===== config.mk =====
export PLATFORM = sky130hd
export DESIGN_NAME = result_fifo
export DESIGN_NICKNAME = d
export VERILOG_FILES = /design/src/verilog/conv_pkg.sv /design/src/verilog/result_fifo.sv
export SDC_FILE = /design/constraint.sdc
export NUM_CORES = 1
export LEC_CHECK = 0
export BUFFER_PORTS_ARGS = -buffer_cell sky130_fd_sc_hd__clkbuf_2
export CAP_MARGIN = 0
export CORE_MARGIN = 2
export CORE_UTILIZATION = 30
export CTS_CLUSTER_SIZE = 24
export DETAILED_ROUTE_END_ITERATION = 6
export PLACE_DENSITY = 0.46
export SLEW_MARGIN = 20
export SYNTH_ARGS = -nofsm -noshare
export SYNTH_HDL_FRONTEND = slang
export SYNTH_SLANG_ARGS = --single-unit

===== constraint.sdc =====
create_clock -name clk -period 5.1 [get_ports clk]
set_input_delay 0.765 -clock clk [delete_from_list [all_inputs] [get_ports clk]]
set_output_delay 0.765 -clock clk [all_outputs]
set_load 0.03 [all_outputs]

===== src/verilog/conv_pkg.sv =====
// widths, tap count, latencies and data types shared by the conv35 RTL blocks
package conv_pkg;

    // window geometry, 7 rows of 5
    localparam int NUM_TAPS = 35;

    localparam int COEF_W = 33;
    localparam int SAMP_W = 40;
    localparam int PROD_W = COEF_W + SAMP_W;  // full signed product, 73
    localparam int ACC_W  = 80;               // room for 35 products
    localparam int RES_W  = 45;
    localparam int ADDR_W = 6;

    localparam int ROUND_SHIFT = 25;

    // capture + products + sum + round
    localparam int MULT_STAGES  = 3;
    localparam int PIPE_LATENCY = MULT_STAGES + 3;

    localparam int FIFO_DEPTH = 8;            // power of two, pointers wrap on their own
    localparam int FIFO_AW    = $clog2(FIFO_DEPTH);

    typedef logic signed [COEF_W-1:0] coef_t;
    typedef logic signed [SAMP_W-1:0] samp_t;
    typedef logic signed [PROD_W-1:0] prod_t;
    typedef logic signed [ACC_W-1:0]  acc_t;
    typedef logic signed [RES_W-1:0]  res_t;

    typedef logic [ADDR_W-1:0] coef_addr_t;

    typedef logic [FIFO_AW-1:0] fifo_ptr_t;
    typedef logic [FIFO_AW:0]   fifo_cnt_t;   // one extra bit to tell full from empty

    // added to a negative sum before the arithmetic shift
    localparam acc_t ROUND_BIAS = acc_t'(1) << (ROUND_SHIFT - 1);

endpackage

===== src/verilog/result_fifo.sv =====
// output FIFO of conv35, first-word fall-through, drops results that arrive when full
`timescale 1ns/1ps

module result_fifo (
    input  logic           clk,
    input  logic           reset,
    input  logic           wr_valid,
    input  conv_pkg::res_t wr_data,
    input  logic           stopout,
    output logic           pushout,
    output conv_pkg::res_t res
);
    import conv_pkg::*;

    res_t mem [FIFO_DEPTH];

    fifo_ptr_t wr_ptr;
    fifo_ptr_t rd_ptr;
    fifo_cnt_t count;

    logic full;
    logic push;
    logic pop;

    assign full = (count == fifo_cnt_t'(FIFO_DEPTH));

    // oldest entry always on the output
    assign pushout = (count != '0);
    assign res     = mem[rd_ptr];

    assign pop  = pushout & ~stopout;
    assign push = wr_valid & (~full | pop);  // a same-edge pop frees the slot

    always_ff @(posedge clk) begin
        if (push) begin
            mem[wr_ptr] <= wr_data;
        end
    end

    always_ff @(posedge clk or posedge reset) begin
        if (reset) begin
            wr_ptr <= '0;
            rd_ptr <= '0;
            count  <= '0;
        end else begin
            if (push) begin
                wr_ptr <= wr_ptr + 1'b1;
            end
            if (pop) begin
                rd_ptr <= rd_ptr + 1'b1;
            end
            case ({push, pop})
                2'b10:   count <= count + 1'b1;
                2'b01:   count <= count - 1'b1;
                default: count <= count;  // idle or push and pop together
            endcase
        end
    end

    a_count_bound: assert property (
        @(posedge clk) disable iff (reset) count <= fifo_cnt_t'(FIFO_DEPTH)
    );

    // held result must not move while the consumer stalls
    a_res_held: assert property (
        @(posedge clk) disable iff (reset) (pushout && stopout) |=> (pushout && $stable(res))
    );

endmodule


==> results.sh <==
export IMPL_initial_core_util_pct=30.4
export IMPL_slew_headroom_pct=29.1
export IMPL_antenna_cells=0
export IMPL_cp_data_required_time_ns=4.34
export IMPL_synth_most_common_cell="edfxtp_1"
export IMPL_cts_root_buf="clkbuf_16"
export IMPL_synthesis_nets=644
export IMPL_cts_resized=0
export IMPL_grt_pass1_vias=6933
export IMPL_dr_pass1_iters=4
export IMPL_io_buffers=94
export IMPL_drive_above_1_share_pct=30.5
export IMPL_grt_max_degree=66
export IMPL_cp_start_kind="flop"
export IMPL_ant_nets=0
export IMPL_synthArstFlopShare_pct=2.70
export IMPL_avgSynthCellArea_um2=24.6
export IMPL_clk_pin_slew_ns=0.06
export IMPL_synth_top_area_share_pct=74.6
export IMPL_grt_pass1_wl_um=44800
export IMPL_dieArea_um2=50100
export IMPL_die_y_um=224
export IMPL_fin_crit_ns=3.88
export IMPL_fin_skew_ns=0.0131
export IMPL_cts_made_buffers=41
export IMPL_pwr_share_comb_pct=29.2
export IMPL_via_per_inst=4.68
export IMPL_fp_dieW_um=224
export IMPL_ir_worst_vdd_mv=0.291
export IMPL_worst_setup_path_type="reg -> out"
export IMPL_htreeDepth=2
export IMPL_worst_pin_slew_ns=1.06
export IMPL_drcViolationCount=0
export IMPL_max_freq_ghz=0.258
export IMPL_grt_overflow=0
export IMPL_drt_iter0_markers=289
export IMPL_worstPathArrival_ns=3.11
export IMPL_syn_to_final_growth_pct=18.3
export IMPL_pwr_share_clk_pct=29.1
export IMPL_worst_setup_path_end_kind="output pin"
export IMPL_switchingPower_uw=3160
export IMPL_grt_usage_pct=12.4
export IMPL_p_sw_share_pct=31.8
export IMPL_nets=770
export IMPL_hold_path_class="in -> async"
export IMPL_wl_per_cell_um=22.6
export IMPL_synthCells=590
export IMPL_ys_top_cells_by_count="edfxtp_1 (360), mux4_1 (89), mux2_2 (47)"
export IMPL_gp_routability_congestion=0.673
export IMPL_drv_slew=0
export IMPL_hold_violations=0
export IMPL_cts_sinks=370
export IMPL_seqPwrFrac_pct=41.7
export IMPL_fin_setup_tns_ns=0
export IMPL_hold_worst_slack_ns=0.176
export IMPL_routed_wl_um=30700
export IMPL_finalCritPeriodShare_pct=76.0
export IMPL_synth_top_area_cell="edfxtp_1"
export IMPL_vias=6380
export IMPL_holdBufCountCts=0
export IMPL_core_area_um2=47700
export IMPL_cts_tree="done"
export IMPL_post_cts_buffers=0
export IMPL_seq_area_um2=11100
export IMPL_place_inst=1288
export IMPL_synth_area_top_cells="edfxtp_1 (75%), mux4_1 (16%), mux2_2 (3.7%), dfrtp_1 (1.7%), buf_6 (0.78%)"
export IMPL_io_pins=95
export IMPL_p_int_uw=6760
export IMPL_synthFlopType="edfxtp_1"
export IMPL_rows=80
export IMPL_synth_area_um2=14500
export IMPL_fill_cells=4329
export IMPL_power_density_nw_per_um2=578
export IMPL_p_leak_uw=0.00582
export IMPL_antenna_found_initial=1
export IMPL_multi_input_comb_area_um2=3300
export IMPL_clk_latency_ns=0.56
export IMPL_synth_edf_count=360
export IMPL_ys_warn_count=0
export IMPL_ys_seq_elements=370
export IMPL_synth_cell_type_count=32
export IMPL_status="completed"
export IMPL_rsz0062_at_grt="false"
export IMPL_hpwl_um=16800
export IMPL_layout_cells_non_filler=1362
export IMPL_cp_max_fo=56
export IMPL_drv_cap=0
export IMPL_clockBufferDepth=3
export IMPL_ys_seq_area_share_pct=76.3
export IMPL_setup_viol=0
## cell usage in the layout, fill, tap and decap left out, types with 7 or more instances in the layout
master       n
buf_12       7
nand2_1     12
mux2_2      47
edfxtp_1   360
dfrtp_1      7
clkbuf_2    94
clkbuf_16   42
clkinv_2     8
clkbuf_1     9
clkinv_1     8
mux4_1      89
buf_4        7
## power by group through the flow
stage          logic, µW  clock network [µW]  registers [µW]
6_report            2900                2880            4140
5_1_grt             3100                3090            4200
4_1_cts             2990                2980            4160
3_5_place_dp        2980                   0            4220
3_3_place_gp        2940                   0            4190
2_1_floorplan       2340                   0            3910
## per-layer routing
metal | vias up | wire (µm) | global-route usage (%) | part of all wire (%)
met3 | 44 | 1370 | 2.98 | 4.5
met5 | - | 11 | 0 | 0.036
met2 | 117 | 15600 | 21.7 | 51
li1 | 2831 | - | - | -
met4 | 2 | 631 | 3.70 | 2.1
met1 | 3386 | 13100 | 15.2 | 42
## metrics by stage
step                      util [%]  instance area (µm²)  worst slack (ns)  total power, µW
final                         35.9                17100              1.22             9920
after global routing          35.9                17100              1.10            10400
after CTS                     35.9                17100              1.16            10100
after detailed placement      33.1                15800              1.78             7200
after global placement        33.1                15800              1.80             7130
after floorplan                  -                14500             0.408             6250
## flip-flops by register name, summed over array words and instances (netlist names)
name    cells
count       4
mem       360
rd_ptr      3
wr_ptr      3
## cell families (layout without fill, tap and decap cells)
| family | after synthesis | in the layout | synth area share [%] |
|---|---|---|---|
| compound gates | 9 | 9 | 0.458 |
| xor+xnor | 6 | 6 | 0.363 |
| fa+ha+maj | 5 | 5 | 0.483 |
| buf+inv | 31 | 188 | 1.34 |
| flops | 370 | 370 | 76.3 |
| mux | 138 | 138 | 20.0 |
| simple gates | 31 | 31 | 1.05 |
## area by class of cell
class / count / area share, %
clock buffer: 52 / 6.41
inverter: 6 / 0.131
clock inverter: 22 / 1.32
multi-input combinational: 189 / 19.2
timing repair buffer: 108 / 3.87
tap: 615 / 4.49
sequential: 370 / 64.6
## path summary, 6_finish.rpt
check	startpoint	to	slack, ns	depth (start not counted)
worst min-delay path	reset	count[1]	0.18	2
max in group asynchronous	reset	rd_ptr[0]	4.59	2
worst max register to register	count[0]	count[3]	2.29	9
worst max-delay path	rd_ptr[0]	res[0]	1.22	4
worst min register to register	wr_ptr[0]	wr_ptr[0]	0.54	2
min in group clk	wr_data[15]	mem[1][15]	0.48	1
## critical path, stage by stage (launching register included)
cell      delay, ns
dfrtp_4        1.09
buf_12         0.31
mux4_1         0.62
mux2_2         0.28
clkbuf_2       0.18
(Power assumes the default switching activity.)
