File: src/verilog/conv_pkg.sv
// widths, tap count, latencies and data types shared by the conv35 RTL blocks
package conv_pkg;

    // window geometry, 7 rows of 5
    localparam int NUM_TAPS = 35;

    localparam int COEF_W = 33;
    localparam int SAMP_W = 40;
    localparam int PROD_W = COEF_W + SAMP_W;  // full signed product, 73
    localparam int ACC_W  = 80;               // room for 35 products
    localparam int RES_W  = 45;
    localparam int ADDR_W = 6;

    localparam int ROUND_SHIFT = 25;

    // capture + products + sum + round
    localparam int MULT_STAGES  = 3;
    localparam int PIPE_LATENCY = MULT_STAGES + 3;

    localparam int FIFO_DEPTH = 8;            // power of two, pointers wrap on their own
    localparam int FIFO_AW    = $clog2(FIFO_DEPTH);

    typedef logic signed [COEF_W-1:0] coef_t;
    typedef logic signed [SAMP_W-1:0] samp_t;
    typedef logic signed [PROD_W-1:0] prod_t;
    typedef logic signed [ACC_W-1:0]  acc_t;
    typedef logic signed [RES_W-1:0]  res_t;

    typedef logic [ADDR_W-1:0] coef_addr_t;

    typedef logic [FIFO_AW-1:0] fifo_ptr_t;
    typedef logic [FIFO_AW:0]   fifo_cnt_t;   // one extra bit to tell full from empty

    // added to a negative sum before the arithmetic shift
    localparam acc_t ROUND_BIAS = acc_t'(1) << (ROUND_SHIFT - 1);

endpackage
File: src/verilog/coef_bank.sv
// coefficient register file of conv35, loaded one tap per cycle through cw/ca/cd
`timescale 1ns/1ps

module coef_bank (
    input  logic                                    clk,
    input  logic                                    reset,
    input  logic                                    cw,
    input  conv_pkg::coef_addr_t                    ca,
    input  conv_pkg::coef_t                         cd,
    output conv_pkg::coef_t [conv_pkg::NUM_TAPS-1:0] coefs
);
    import conv_pkg::*;

    // one decoder per tap, addresses past the last tap hit nothing
    always_ff @(posedge clk or posedge reset) begin
        if (reset) begin
            coefs <= '0;
        end else if (cw) begin
            for (int i = 0; i < NUM_TAPS; i++) begin
                if (ca == coef_addr_t'(i)) begin
                    coefs[i] <= cd;
                end
            end
        end
    end

    // a floating address would corrupt an arbitrary tap
    a_ca_known: assert property (
        @(posedge clk) disable iff (reset) cw |-> !$isunknown(ca)
    );

endmodule

File: config.mk
export PLATFORM = sky130hd
export DESIGN_NAME = coef_bank
export DESIGN_NICKNAME = d
export VERILOG_FILES = /design/src/verilog/conv_pkg.sv /design/src/verilog/coef_bank.sv
export SDC_FILE = /design/constraint.sdc
export NUM_CORES = 2
export LEC_CHECK = 0
export ABC_CLOCK_PERIOD_IN_PS = 34700
export BUFFER_PORTS_ARGS = -buffer_cell sky130_fd_sc_hd__clkbuf_2
export CORE_AREA = 2 2 470 472
export DETAILED_ROUTE_END_ITERATION = 8
export DIE_AREA = 0 0 472 474
export PLACE_DENSITY = 0.39
export SETUP_SLACK_MARGIN = 0.4
export SYNTH_ARGS = -nofsm -noshare
export SYNTH_HDL_FRONTEND = slang
export SYNTH_SLANG_ARGS = --single-unit
File: constraint.sdc
create_clock -name clk -period 34.7 [get_ports clk]
set_input_delay 3.47 -clock clk [delete_from_list [all_inputs] [get_ports clk]]
set_output_delay 3.47 -clock clk [all_outputs]
set_load 0.02 [all_outputs]
==> flow_summary.rst <==
.. list-table::
   :header-rows: 1

   * - Metric
     - Value
   * - Max-slew headroom
     - 27.9%
   * - Quantity of hold-fixing buffers added after cts
     - 0
   * - Fill cells
     - 22900
   * - Final Critical Period
     - 6930 ps
   * - Most numerous cell on the critical path
     - sky130_fd_sc_hd__buf_4
   * - Switching power as a share of total power
     - 30.9%
   * - Clock network fraction of total power
     - 38.3%
   * - Number of slew-limit violations in the final report
     - 0
   * - Setup repair after global routing missed its margin
     - false
   * - Net count, final
     - 3817
   * - Crit-path slowest cell
     - sky130_fd_sc_hd__buf_4
   * - Largest net degree at the start of global routing
     - 125
   * - Clock insertion delay at the later pin of the skew report
     - 750 ps
   * - Fraction of power consumed by sequential logic
     - 42.3%
   * - Global routing usage summed across all routing layers
     - 16.4%
   * - DPL Wire Length
     - 125000 um
   * - Final clock skew
     - 0 ps
   * - Register area share after synthesis
     - 66.5%
   * - # rows
     - 172
   * - Area overhead of the layout relative to synthesis
     - 31.9%
   * - Cell internal pwr
     - 0.00264 W
   * - Starting density of the core
     - 19.9%
   * - Number of cells produced by synthesis
     - 2591
   * - Transition time of the tightest slew-check pin
     - 1080 ps
   * - Post-detailed-route wirelength per cell
     - 27.6 um
   * - Setup violation total in the final timing report
     - 0
   * - Most common library cell in the layout ignoring fill and taps
     - sky130_fd_sc_hd__clkbuf_2
   * - Die boundary width
     - 472 um
   * - Wire length of the first global-routing pass
     - 254000 um
   * - Core area
     - 219000 sq um
   * - Netlist Area Pre-Place
     - 43400 sq um
   * - P_sw
     - 0.00118 W
   * - Die height
     - 474 um
   * - Crit Reg-Reg Startpoint
     - coefs[26]$_DFFE_PP0P_
   * - Max Cap Violations
     - 0
   * - Required time worst endpoint
     - 35470 ps
   * - Highest clock frequency the design can meet
     - 0.144 GHz
   * - Max Buffers Root-to-Sink
     - 3
   * - Timing startpoint of the critical path
     - reset
   * - WP buf/inv
     - 7
   * - Biggest cell delay along the critical path
     - 830 ps
   * - Final setup margin
     - 27770 ps
   * - Category of the worst setup path launch point
     - input pin
   * - Clock slew at the register clock pins of the worst setup and hold paths
     - 60 ps
   * - Syn avg cell area
     - 16.8 sq um
   * - CP Capture Type
     - async pin
   * - Power per Cell Area
     - 66.7 nW/um^2
   * - Outcome
     - finished, final reports clean
   * - Data arrival, critical path
     - 7700 ps
   * - Final-report hold violation count
     - 0
   * - Yosys reg bits
     - 1155
   * - Fraction of layout cells with a size suffix above 1
     - 68.6%
   * - Number of antenna violations at the first check in global routing
     - 31
   * - Library cells used by synthesis
     - 27
   * - Largest register FFs
     - 1155
   * - Antenna-violating nets left
     - 0
   * - Final period util
     - 20.0%
   * - Level count of the clock H-tree
     - 4
   * - DP Worst Slack
     - 26790 ps
   * - Largest registers
     - coefs x1155
   * - Total Negative Setup Slacks
     - 0 ps
   * - Crit path depth
     - 7
   * - Die footprint
     - 224000 sq um
   * - Routed wire length
     - 187000 um
   * - Via count of the first global-routing pass
     - 29000
   * - DRT Pass-1 Iters
     - 4
   * - Total overflow reported by the global router
     - 0
   * - Sink count of the clock tree
     - 1155
   * - Critical Path Sink
     - coefs[466]$_DFFE_PP0P_
   * - I/O pin count
     - 1197
   * - Commonest cells after routing, fill and taps aside
     - sky130_fd_sc_hd__clkbuf_2 (1191), sky130_fd_sc_hd__dfrtp_1 (1155), sky130_fd_sc_hd__mux2_2 (1145)
   * - Endpoint of the most critical register-to-register path
     - coefs[26]$_DFFE_PP0P_
   * - Via count
     - 27400
   * - Number of buffers inserted during clock tree synthesis
     - 139
   * - # port buffers
     - 1196
   * - Count of unresolved DRC violations after routing
     - 0
   * - Yosys warning count
     - 0
   * - Crit-path leading delay family
     - buffers and inverters
   * - Register bank with the most flops
     - coefs
   * - Worst IR drop on VDD
     - 0.0453 mV
   * - R2R depth
     - 1
   * - Net Count, Synth
     - 2633
   * - Cell breakdown of the critical path
     - clkbuf_2 -> clkinvlp_4 -> buf_4 -> buf_4 -> buf_12 -> buf_4 -> buf_4
   * - Number of DRC markers in iteration 0
     - 1148
   * - Max Fanout on Critical Path
     - 124
   * - Average via count per standard cell
     - 4.05
   * - TritonCTS clock tree
     - done
   * - Root buffer selected by CTS
     - sky130_fd_sc_hd__clkbuf_16
   * - Start-to-end type of the worst setup path
     - in2async
   * - Weighted congestion at the end of routability-driven global placement
     - 0.731
   * - Hold crit path type
     - reg2reg
   * - Count of buffers added by post-CTS timing repair for setup
     - 0
   * - Reg-to-reg setup timing slack
     - 33830 ps
   * - Proportion of power drawn by combinational gates
     - 19.3%
   * - Post-CTS Resized
     - 0
   * - Leak
     - 29.6 nW
worst min-delay path by stage:
stage / start / to / slack (ps) / cells past startpoint
global route: coefs[439]$_DFFE_PP0P_ / coefs[439]$_DFFE_PP0P_ / 500 / 1
detailed placement: coefs[439]$_DFFE_PP0P_ / coefs[439]$_DFFE_PP0P_ / 480 / 1
finish: coefs[1022]$_DFFE_PP0P_ / coefs[1022]$_DFFE_PP0P_ / 490 / 1
floorplan: coefs[1010]$_DFFE_PP0P_ / coefs[1010]$_DFFE_PP0P_ / 610 / 1
CTS: coefs[439]$_DFFE_PP0P_ / coefs[439]$_DFFE_PP0P_ / 490 / 1
global placement: coefs[441]$_DFFE_PP0P_ / coefs[441]$_DFFE_PP0P_ / 470 / 1
power groups by stage:
| stage | Clock [W] | Sequential [W] | Combinational (W) |
|---|---|---|---|
| final | 0.00146 | 0.00162 | 0.000739 |
| after global routing | 0.00158 | 0.00164 | 0.000782 |
| after CTS | 0.00152 | 0.00162 | 0.000755 |
| after detailed placement | 0 | 0.00164 | 0.000754 |
| after global placement | 0 | 0.00163 | 0.000753 |
| after floorplan | 0 | 0.00186 | 0.000191 |
per-layer routing:
layer  track usage [%]  part of all wire [%]  vias to the layer above  routed length, um
met5                 0                0.0070                        -                 13
met4              4.89                   2.7                        2               4960
met3              5.98                   8.7                      229              16300
met2              27.2                    48                     1040              89500
met1              19.6                    41                    14600              76200
li1                  -                     -                    11500                  -
final cells by class:
| class | instances | area (sq um) | share of cell area [%] |
|---|---|---|---|
| clock inverter | 24 | 364 | 0.635 |
| multi-input combinational | 1208 | 13600 | 23.8 |
| sequential | 1155 | 28900 | 50.4 |
| timing repair buffer | 1269 | 6550 | 11.4 |
| antenna | 18 | 45.0 | 0.0786 |
| tap | 2871 | 3590 | 6.27 |
| inverter | 2 | 11.3 | 0.0197 |
| clock buffer | 215 | 4200 | 7.33 |
synthesized netlist by cell type (all sizes together):
master / n / area share, %
and2: 1 / 0.014
and3: 8 / 0.12
and3b: 2 / 0.040
and4: 1 / 0.020
and4b: 1 / 0.023
and4bb: 1 / 0.029
buf: 124 / 1.7
clkbuf: 102 / 0.88
dfrtp: 1155 / 67
inv: 2 / 0.017
mux2: 1155 / 30
nand2: 8 / 0.069
nand3: 15 / 0.23
nand4: 3 / 0.086
nor2: 3 / 0.032
nor2b: 3 / 0.043
nor3: 1 / 0.037
nor3b: 3 / 0.063
nor4: 2 / 0.078
or3b: 1 / 0.026
kinds of logic (layout without fill, tap and decap cells):
kind of cell,after synthesis,after routing,share of synthesized area (%)
multiplexers,1155,1155,29.9
flip-flops,1155,1155,66.5
buffers and inverters,228,1510,2.63
AND/OR/NAND/NOR,53,53,0.907
other,0,18,0
stage by stage:
step	std cells	power [W]	cell area, sq um	util (%)	hold slack, ps
6_report	6762	0.00382	57300	26.2	486
5_1_grt	6747	0.00400	57300	26.2	501
4_1_cts	6744	0.00389	57300	26.2	490
3_5_place_dp	6505	0.00239	52700	24.1	477
3_3_place_gp	6505	0.00239	52700	24.1	468
2_1_floorplan	2591	0.00205	43400	-	609
(Power assumes the default switching activity.)
